`src/source/rmt_consts.svh`:
```
`ifndef RMT_CONSTS_SVH
`define RMT_CONSTS_SVH

// stream beat
`define RMT_DATA_W 64
`define RMT_KEEP_W 8

// header vector
`define RMT_CONT_W 16
`define RMT_NUM_CONT 3
`define RMT_PHV_W (`RMT_NUM_CONT * `RMT_CONT_W)
`define RMT_NUM_STAGES `RMT_NUM_CONT

// vlan id at the top of the first beat, containers at the bottom
`define RMT_VLAN_W 12
`define RMT_VLAN_MSB 63
`define RMT_VLAN_LSB (`RMT_VLAN_MSB - `RMT_VLAN_W + 1)

// fifo sizing
`define RMT_PKT_DEPTH_BITS 4
`define RMT_PHV_DEPTH_BITS 3
// parser register plus stage registers plus the beat being accepted
`define RMT_PHV_MARGIN (`RMT_NUM_STAGES + 2)

`endif

```
`src/source/rmt_pkg.sv`:
```
`include "rmt_consts.svh"

package rmt_pkg;

	typedef logic [`RMT_DATA_W-1:0] data_t;
	typedef logic [`RMT_KEEP_W-1:0] keep_t;
	typedef logic [`RMT_VLAN_W-1:0] vlan_id_t;
	typedef logic [`RMT_CONT_W-1:0] container_t;

	// one stream beat
	typedef struct packed {
		data_t data;
		keep_t keep;
		logic  last;
	} beat_t;

	// container 0 is the most significant, same order as in the first beat
	typedef struct packed {
		container_t [0:`RMT_NUM_CONT-1] cont;
	} phv_t;

endpackage

```
`src/source/header_parser.sv`:
```
`timescale 1ns/10ps
`include "rmt_consts.svh"

module header_parser import rmt_pkg::*; (
	input  logic        clk,
	input  logic        aresetn,
	input  beat_t       s_beat,
	input  logic        s_valid,
	output logic        s_ready,
	input  logic [31:0] vlan_drop_flags,
	input  logic        pkt_nearly_full,
	input  logic        phv_nearly_full,
	output logic        pkt_wr,
	output beat_t       pkt_beat,
	output logic        phv_valid,
	output phv_t        phv
);

	typedef enum logic {
		st_idle,
		st_in_pkt
	} state_t;

	state_t   state;
	logic     running;
	logic     drop_q;
	vlan_id_t vlan;
	logic     first;
	logic     flagged;
	logic     accept;
	logic     keep_beat;

	assign vlan = s_beat.data[`RMT_VLAN_MSB:`RMT_VLAN_LSB];
	assign first = (state == st_idle);
	assign flagged = vlan_drop_flags[vlan[4:0]];

	// held low until the first cycle out of reset
	assign s_ready = running & ~pkt_nearly_full & ~phv_nearly_full;
	assign accept = s_valid & s_ready;

	// body beats follow the decision of their first beat
	assign keep_beat = first ? ~flagged : ~drop_q;

	always_ff @(posedge clk) begin
		if (!aresetn) begin
			running <= 1'b0;
			state <= st_idle;
			drop_q <= 1'b0;
			pkt_wr <= 1'b0;
			phv_valid <= 1'b0;
		end else begin
			running <= 1'b1;
			pkt_wr <= accept & keep_beat;
			phv_valid <= accept & keep_beat & first;
			if (accept) begin
				if (first)
					drop_q <= flagged;
				state <= s_beat.last ? st_idle : st_in_pkt;
			end
		end
	end

	always_ff @(posedge clk) begin
		if (accept) begin
			pkt_beat <= s_beat;
			// containers sit in the low bits of the first beat
			phv <= s_beat.data[`RMT_PHV_W-1:0];
		end
	end

endmodule

```
`src/source/sync_fifo.sv`:
```
`timescale 1ns/10ps

module sync_fifo #(
	parameter int width = 8,
	parameter int depth_bits = 4,
	parameter int margin = 2
) (
	input  logic             clk,
	input  logic             aresetn,
	input  logic             wr_en,
	input  logic [width-1:0] din,
	input  logic             rd_en,
	output logic [width-1:0] dout,
	output logic             empty,
	output logic             nearly_full
);

	localparam int depth = 2 ** depth_bits;
	localparam int nf_level = depth - margin;

	logic [width-1:0]      mem [depth];
	logic [depth_bits-1:0] wr_ptr;
	logic [depth_bits-1:0] rd_ptr;
	logic [depth_bits:0]   count;
	logic                  rd_ok;

	// head entry visible without a read
	assign dout = mem[rd_ptr];
	assign empty = (count == '0);
	// fewer than margin free entries
	assign nearly_full = (int'(count) > nf_level);
	assign rd_ok = rd_en & ~empty;

	always_ff @(posedge clk) begin
		if (wr_en)
			mem[wr_ptr] <= din;
	end

	always_ff @(posedge clk) begin
		if (!aresetn) begin
			wr_ptr <= '0;
			rd_ptr <= '0;
			count <= '0;
		end else begin
			if (wr_en)
				wr_ptr <= wr_ptr + 1'b1;
			if (rd_ok)
				rd_ptr <= rd_ptr + 1'b1;
			if (wr_en && !rd_ok)
				count <= count + 1'b1;
			else if (!wr_en && rd_ok)
				count <= count - 1'b1;
		end
	end

endmodule

```
`src/source/match_action_stage.sv`:
```
`timescale 1ns/10ps
`include "rmt_consts.svh"

module match_action_stage import rmt_pkg::*; #(
	parameter int stage_id = 0
) (
	input  logic clk,
	input  logic aresetn,
	input  logic in_valid,
	input  phv_t in_phv,
	output logic out_valid,
	output phv_t out_phv
);

	// neighbour container added into this stage's own container
	localparam int src_id = (stage_id + 1) % `RMT_NUM_CONT;

	phv_t phv_next;

	// sum wraps at 16 bits
	always_comb begin
		phv_next = in_phv;
		phv_next.cont[stage_id] = in_phv.cont[stage_id] + in_phv.cont[src_id];
	end

	always_ff @(posedge clk) begin
		if (!aresetn)
			out_valid <= 1'b0;
		else
			out_valid <= in_valid;
	end

	always_ff @(posedge clk) begin
		if (in_valid)
			out_phv <= phv_next;
	end

endmodule

```
`src/source/deparser.sv`:
```
`timescale 1ns/10ps
`include "rmt_consts.svh"

module deparser import rmt_pkg::*; (
	input  logic  clk,
	input  logic  aresetn,
	input  beat_t pkt_head,
	input  logic  pkt_empty,
	input  phv_t  phv_head,
	input  logic  phv_empty,
	input  logic  m_ready,
	output logic  pkt_rd,
	output logic  phv_rd,
	output beat_t m_beat,
	output logic  m_valid
);

	typedef enum logic {
		st_hdr,
		st_body
	} state_t;

	state_t state;
	beat_t  hdr_beat;
	logic   in_hdr;
	logic   fire;

	// vlan and reserved bits stay, containers come from the phv
	always_comb begin
		hdr_beat = pkt_head;
		hdr_beat.data[`RMT_PHV_W-1:0] = phv_head;
	end

	assign in_hdr = (state == st_hdr);

	// first beat needs both heads, body beats only the packet fifo
	assign m_valid = in_hdr ? (~pkt_empty & ~phv_empty) : ~pkt_empty;
	assign m_beat = in_hdr ? hdr_beat : pkt_head;

	assign fire = m_valid & m_ready;
	assign pkt_rd = fire;
	assign phv_rd = fire & in_hdr;

	always_ff @(posedge clk) begin
		if (!aresetn)
			state <= st_hdr;
		else if (fire)
			state <= pkt_head.last ? st_hdr : st_body;
	end

endmodule

```
`src/source/rmt_pipeline.sv`:
```
`timescale 1ns/10ps
`include "rmt_consts.svh"

module rmt_pipeline import rmt_pkg::*; (
	input  logic        clk,
	input  logic        aresetn,
	input  logic [31:0] vlan_drop_flags,
	input  beat_t       s_beat,
	input  logic        s_valid,
	output logic        s_ready,
	output beat_t       m_beat,
	output logic        m_valid,
	input  logic        m_ready
);

	logic  pkt_wr;
	beat_t pkt_beat;
	beat_t pkt_head;
	logic  pkt_empty;
	logic  pkt_rd;
	logic  pkt_nearly_full;

	phv_t phv_head;
	logic phv_empty;
	logic phv_rd;
	logic phv_nearly_full;

	// entry 0 from the parser, last entry into the phv fifo
	logic [`RMT_NUM_STAGES:0] stage_valid;
	phv_t                     stage_phv [`RMT_NUM_STAGES+1];

	header_parser header_parser_i (
		.clk             (clk),
		.aresetn         (aresetn),
		.s_beat          (s_beat),
		.s_valid         (s_valid),
		.s_ready         (s_ready),
		.vlan_drop_flags (vlan_drop_flags),
		.pkt_nearly_full (pkt_nearly_full),
		.phv_nearly_full (phv_nearly_full),
		.pkt_wr          (pkt_wr),
		.pkt_beat        (pkt_beat),
		.phv_valid       (stage_valid[0]),
		.phv             (stage_phv[0])
	);

	for (genvar g = 0; g < `RMT_NUM_STAGES; g++) begin : g_stage
		match_action_stage #(
			.stage_id (g)
		) stage_i (
			.clk       (clk),
			.aresetn   (aresetn),
			.in_valid  (stage_valid[g]),
			.in_phv    (stage_phv[g]),
			.out_valid (stage_valid[g+1]),
			.out_phv   (stage_phv[g+1])
		);
	end

	sync_fifo #(
		.width      ($bits(beat_t)),
		.depth_bits (`RMT_PKT_DEPTH_BITS),
		.margin     (2)
	) pkt_fifo_i (
		.clk         (clk),
		.aresetn     (aresetn),
		.wr_en       (pkt_wr),
		.din         (pkt_beat),
		.rd_en       (pkt_rd),
		.dout        (pkt_head),
		.empty       (pkt_empty),
		.nearly_full (pkt_nearly_full)
	);

	sync_fifo #(
		.width      ($bits(phv_t)),
		.depth_bits (`RMT_PHV_DEPTH_BITS),
		.margin     (`RMT_PHV_MARGIN)
	) phv_fifo_i (
		.clk         (clk),
		.aresetn     (aresetn),
		.wr_en       (stage_valid[`RMT_NUM_STAGES]),
		.din         (stage_phv[`RMT_NUM_STAGES]),
		.rd_en       (phv_rd),
		.dout        (phv_head),
		.empty       (phv_empty),
		.nearly_full (phv_nearly_full)
	);

	deparser deparser_i (
		.clk       (clk),
		.aresetn   (aresetn),
		.pkt_head  (pkt_head),
		.pkt_empty (pkt_empty),
		.phv_head  (phv_head),
		.phv_empty (phv_empty),
		.m_ready   (m_ready),
		.pkt_rd    (pkt_rd),
		.phv_rd    (phv_rd),
		.m_beat    (m_beat),
		.m_valid   (m_valid)
	);

endmodule

```
`config.mk`:
```
export PLATFORM = sky130hd
export DESIGN_NAME = rmt_pipeline
export DESIGN_NICKNAME = d
export VERILOG_FILES = /design/src/source/rmt_pkg.sv /design/src/source/header_parser.sv /design/src/source/sync_fifo.sv /design/src/source/match_action_stage.sv /design/src/source/deparser.sv /design/src/source/rmt_pipeline.sv
export VERILOG_INCLUDE_DIRS = /design/src /design/src/source
export SDC_FILE = /design/constraint.sdc
export NUM_CORES = 2
export LEC_CHECK = 0
export BUFFER_PORTS_ARGS = -buffer_cell sky130_fd_sc_hd__buf_4
export CORE_AREA = 2 2 420 422
export CTS_BUF_LIST = sky130_fd_sc_hd__clkbuf_4 sky130_fd_sc_hd__clkbuf_8 sky130_fd_sc_hd__clkbuf_16
export DETAILED_ROUTE_END_ITERATION = 8
export DIE_AREA = 0 0 422 424
export PLACE_DENSITY = 0.67
export SLEW_MARGIN = 0
export SYNTH_ARGS = -nofsm -noshare
export SYNTH_HDL_FRONTEND = slang
export SYNTH_SLANG_ARGS = --single-unit
```
`constraint.sdc`:
```
create_clock -name clk -period 4.7 [get_ports clk]
set_input_delay 0.235 -clock clk [delete_from_list [all_inputs] [get_ports clk]]
set_output_delay 0.235 -clock clk [all_outputs]
set_load 0.05 [all_outputs]
```
# --- Word level (Yosys, flattened, before mapping) ---
# Memory sizes are Yosys's and may differ from the RTL's. A register that Yosys moved wholly into a read port is not among the register bits.
# Cells that the tools add are included.
word_totals:
  register_bits: 297
  ram_bits: 1552
  inputBits: 109
  word_cells: 97
  n_memories: 2
memory_table:
  columns: ["memory", "depth", "width", "rd", "rd_clocked_by_memory_dff", "wr", "line_no", "text"]
  rows:
  - ["pkt_fifo_i.mem", 16, 73, 1, 1, 1, "sync_fifo.sv:21", "logic [width-1:0] mem [depth];"]
  - ["phv_fifo_i.mem", 8, 48, 1, 1, 1, "sync_fifo.sv:21", null]
classes:
  addsub: 11
  magnitude_cmp: 3
  muxes: 20
  bitwise: 18
  reduce_logical: 13
op_table:
  columns: ["operator", "count"]
  rows:
  - ["$mux W57", 1]
  - ["$add A16 B16 Y16", 3]
  - ["$mux W4", 4]
  - ["$add A4 B1 Y4 const B", 3]
  - ["$and A1 B1 Y1", 10]
  - ["$mux W1", 10]
  - ["$mux W5", 2]
  - ["$not A1 Y1", 8]
  - ["$add A3 B1 Y3 const B", 2]
  - ["$lt A5 B6 Y1 const B", 1]
  - ["$mux W3", 2]
  - ["$add A5 B1 Y5 const B", 1]
  - ["$bmux W1 S5", 1]
  - ["$gt A5 B4 Y1 const B", 1]
  - ["$logic_not A5 Y1", 1]
  - ["$sub A5 B1 Y5 const B", 1]
  - ["$gt A4 B2 Y1 const B", 1]
  - ["$logic_and A1 B1 Y1", 4]
  - ["$logic_not A1 Y1", 4]
  - ["$logic_not A4 Y1", 1]
  - ["$reduce_bool A2 Y1", 2]
  - ["$sub A4 B1 Y4 const B", 1]
  - ["$reduce_and A2 Y1", 1]

# --- Longest topological paths before layout ---
depth:
  ltp_word: 10
  mapped_depth: 13
  depth_no_buf: 13

# --- Modules after synthesis ---
# Synthesis repeated with hierarchy kept, for this count alone.
unflattened:
  hier_cells: 3217
  area_unflattened_um2: 70506.4
modules_own_cells:
  columns: ["module", "n_inst", "cells_per_inst", "area_per_inst_um2", "seq_area_each_um2"]
  rows:
  - ["sync_fifo (pkt_fifo_i)", 1, 1881, 44522.7, 35414.0]
  - ["sync_fifo (phv_fifo_i)", 1, 625, 15264.6, 11791.3]
  - ["match_action_stage", 3, 148, 2192.1, 1461.4]
  - ["header_parser", 1, 179, 3052.9, 2292.2]
  - ["deparser", 1, 88, 1089.8, 20.0]

# --- Worst setup path before layout ---
# OpenSTA, ideal clock, no wires.
synth_path:
  path_kind: "register -> register"
  startpoint: "register g_stage[2].stage_i.out_valid"
  endpoint: "memory phv_fifo_i.mem[0][0] (netlist bit), enable pin"
  setup_ps: 513
  arrival_time_ps: 3823
  slack_ps: 364
  stages_incl_launch_ff: 3
  path_buffers: 0
  period_less_slack_ps: 4336
  cell_sequence: "dfxtp_1 > nand2b_1 > nor3_1"
synth_via:
  elab_chain_cells: 2
synth_lines:
  columns: ["element", "line_no", "text"]
  rows:
  - ["from (decl)", "match_action_stage.sv:11", "output logic out_valid,"]
  - ["from (signal assigned)", "match_action_stage.sv:30", "out_valid <= in_valid;"]
  - ["$mux W1", "sync_fifo.sv:35", "if (wr_en)"]
  - ["$mux W1 (implied by the code)", "sync_fifo.sv:36", "mem[wr_ptr] <= din;"]
  - ["to (decl)", "sync_fifo.sv:21", null]
# No other way between the ends.

==> reports/qor.yml <==
status:
  status: "finished, final reports clean"
grt:
  grt_overflow: 0
  antenna_found_initial: 5
  grtUsageTotal_pct: 17.75
  grt_pass1_vias: 32330
  grt_pass1_wl_mm: 230.1
  grt_max_degree: 101
floorplanning:
  rows: 154
  die_y_um: 424
  die_width_um: 422
  pin_count: 184
  initial_core_util_pct: 39.61
  core_sq_um: 175000
  die_area_sq_um: 178900
yosys:
  synthMuxAreaShare_pct: 15.98
  synthTopCellsByArea: "edfxtp_1, mux4_2, dfxtp_1"
  yosys_warnings: 0
  yosysMostFrequentCell: "edfxtp_1"
  syn-num-nets: 3204
  synthTopCellsByCount: "edfxtp_1, mux4_2, nor2_1, nand2_1, mux2i_1"
  syn_area_per_cell_sq_um: 22.87
  synth_top_family_by_area: "multiplexers"
  ys.flop_type: "edfxtp_1"
  ys_types: 57
  yosysSeqAreaShare_pct: 77.77
  synth_top_area_share_pct: 76.65
  yosys_register_bits: 1808
  synth_fa_ha_area_share_pct: 1.210
  synth_xor_area_share_pct: 0.6698
  synth_edf_count: 1769
  yosysTopAreaCell: "edfxtp_1"
  synthSimpleGateAreaFrac_pct: 1.627
  netlist_instances: 3031
  synth_compound_area_share_pct: 1.601
  synth_area_sq_um: 69310
  ys_async_sr_fraction_pct: 0
worst_setup_path:
  start_kind: "flip-flop"
  end_kind: "output port"
  crit_required_ns: 4.47
  cp_max_fo: 36
  critPathArrivalTime_ns: 3.86
  crit_type: "flip-flop to output port"
cts:
  hold_buffers: 76
  cts_buffers: 176
  root_buffer: "clkbuf_16"
  cts_tree: "built"
  worstSkewPairLatency_ns: 0.82
  clk_path_buf_depth: 3
  post_cts_buffers: 0
  cts_resized: 0
  clk_pin_slew_ns: 0.06
  ctsHtreeMaxLevel: 4
  clock-sinks: 1808
power_and_ir_drop:
  p_leak_nw: 24.80
  power_density_nw_per_um2: 406.3
  ir_worst_vdd_uv: 366.6
  finalPower_w: 0.03268
layout:
  fin_util_pct: 45.98
  syn_to_final_growth_pct: 16.06
  nNetsFinal: 3586
  fill_cells: 14400
  drive_gt1_share_pct: 29.49
detailed_routing:
  num_vias: 32080
  wire_per_inst_um: 27.10
  drt_first_pass_iters: 5
  drcViolationCount: 0
  drt_iter0_drc: 3324
  final_antenna_net_count: 0
  drt-total-wl_mm: 160.0
  via_per_inst: 5.434
timing:
  skew_ns: 0.03764
  setup_tns_ns: 0
  relSlewSlack_pct: 26.09
  setup_slack_ns: 0.6073
  grt_setup_unrepaired: "no"
  max_freq_mhz: 244.3
  fin_crit_sh_pct: 87.08
  finalHoldViolCount: 0
  worst_pin_slew_ns: 1.109
  whs_ns: 0.07654
  finalMaxSlewViolations: 0
  setup_viol: 0
  post-route-min-period_ns: 4.093
place:
  dpl.hpwl_mm: 90.64
  place.gp.congestion: 0.7790
  pre_cts_ws_ns: 1.392
  port_buffers: 183
hold_path:
  hold_path.class: "input pin to flip-flop"
job:
  maxCapViolCount: 0
==> metrics by stage <==
stage	instance area (sq um)	cells
after global placement	73930	5499
after detailed placement	73930	5499
final	80440	5904
after CTS	80430	5901
after global routing	80430	5902
after floorplan	69310	3031
==> sequential cells by signal, summed over array words and instances, names as in the netlist, named ones only <==
register / cells
deparser_i.state: 1
g_stage.stage_i.out_phv: 144
g_stage.stage_i.out_valid: 3
header_parser_i.drop_q: 1
header_parser_i.phv: 45
header_parser_i.phv_valid: 1
header_parser_i.pkt_beat: 28
header_parser_i.pkt_wr: 1
header_parser_i.running: 1
header_parser_i.state: 1
phv_fifo_i.count: 4
phv_fifo_i.mem: 384
phv_fifo_i.rd_ptr: 3
phv_fifo_i.wr_ptr: 3
pkt_fifo_i.count: 5
pkt_fifo_i.mem: 1168
pkt_fifo_i.rd_ptr: 4
pkt_fifo_i.wr_ptr: 4
==> path summary, 6_finish.rpt <==
check	end	cells past startpoint	slack, ns	start
setup / recovery	m_beat[11]	6	0.61	flip-flop
hold / removal	header_parser_i.pkt_wr	6	0.08	vlan_drop_flags[29]
hold reg to reg	g_stage[1].stage_i.out_phv[42]	0	0.42	g_stage[0].stage_i.out_phv[42]
setup reg to reg	g_stage[1].stage_i.out_phv[30]	8	1.62	g_stage[0].stage_i.out_phv[0]
==> area by class of cell <==
type                       instances  area [sq um]  share of cell area, %
sequential                      1808         53940                  67.05
multi-input combinational       1065         14710                  18.29
clock buffer                     222          4851                  6.031
timing repair buffer             336          3013                  3.746
tap                             2340          2928                  3.640
clock inverter                   104         892.1                  1.109
inverter                          26         100.1                 0.1244
antenna                            3         7.507               0.009333
==> worst max-delay path, stage by stage (launching register included) <==
cell and delay, ns:
dfxtp_4 0.77, buf_12 0.37, mux4_2 0.55, mux4_2 0.54, nand2_1 0.18, o21ai_1 0.26
buf_4 0.32
==> per-layer routing <==
layer | vias up | GRT usage [%] | share of wire, %
met3 | 201 | 2.975 | 5.8
met2 | 1073 | 30.17 | 51
met4 | 4 | 4.875 | 2.5
met5 | - | 0 | 0.017
met1 | 17260 | 23.71 | 41
li1 | 13550 | - | -
==> cell usage in the layout, fill, tap and decap left out, types with 24 or more instances in the layout <==
cell type / Yosys / layout
mux4_2: 461 / 461
buf_12: 0 / 24
clkinv_2: 0 / 35
clkinv_1: 0 / 39
o21ai_1: 49 / 49
nor2_1: 76 / 70
a21oi_1: 39 / 39
mux2i_1: 67 / 67
ha_1: 59 / 59
buf_4: 9 / 236
dlygate4sd3_1: 0 / 76
xnor2_1: 35 / 35
inv_1: 25 / 24
clkbuf_4: 0 / 37
dfxtp_1: 39 / 28
edfxtp_1: 1769 / 1769
nand2_1: 71 / 71
clkbuf_16: 0 / 180
==> logic make-up (layout without fill, tap and decap cells) <==
logic type,Yosys count,after routing
flip-flops,1808,1808
AND/OR/NAND/NOR,240,240
multiplexers,530,530
other,0,3
XOR/XNOR,53,53
AO/OA/AOI/OAI,178,178
buffers and inverters,158,688
adder cells (fa/ha/maj),64,64
==> power by group <==
| group | switching, W | internal, W |
|---|---|---|
| sequential | 0.000180 | 0.0177 |
| clock | 0.00589 | 0.00799 |
| combinational | 0.000495 | 0.000389 |
Note: power is estimated with default switching activity, not from simulation.
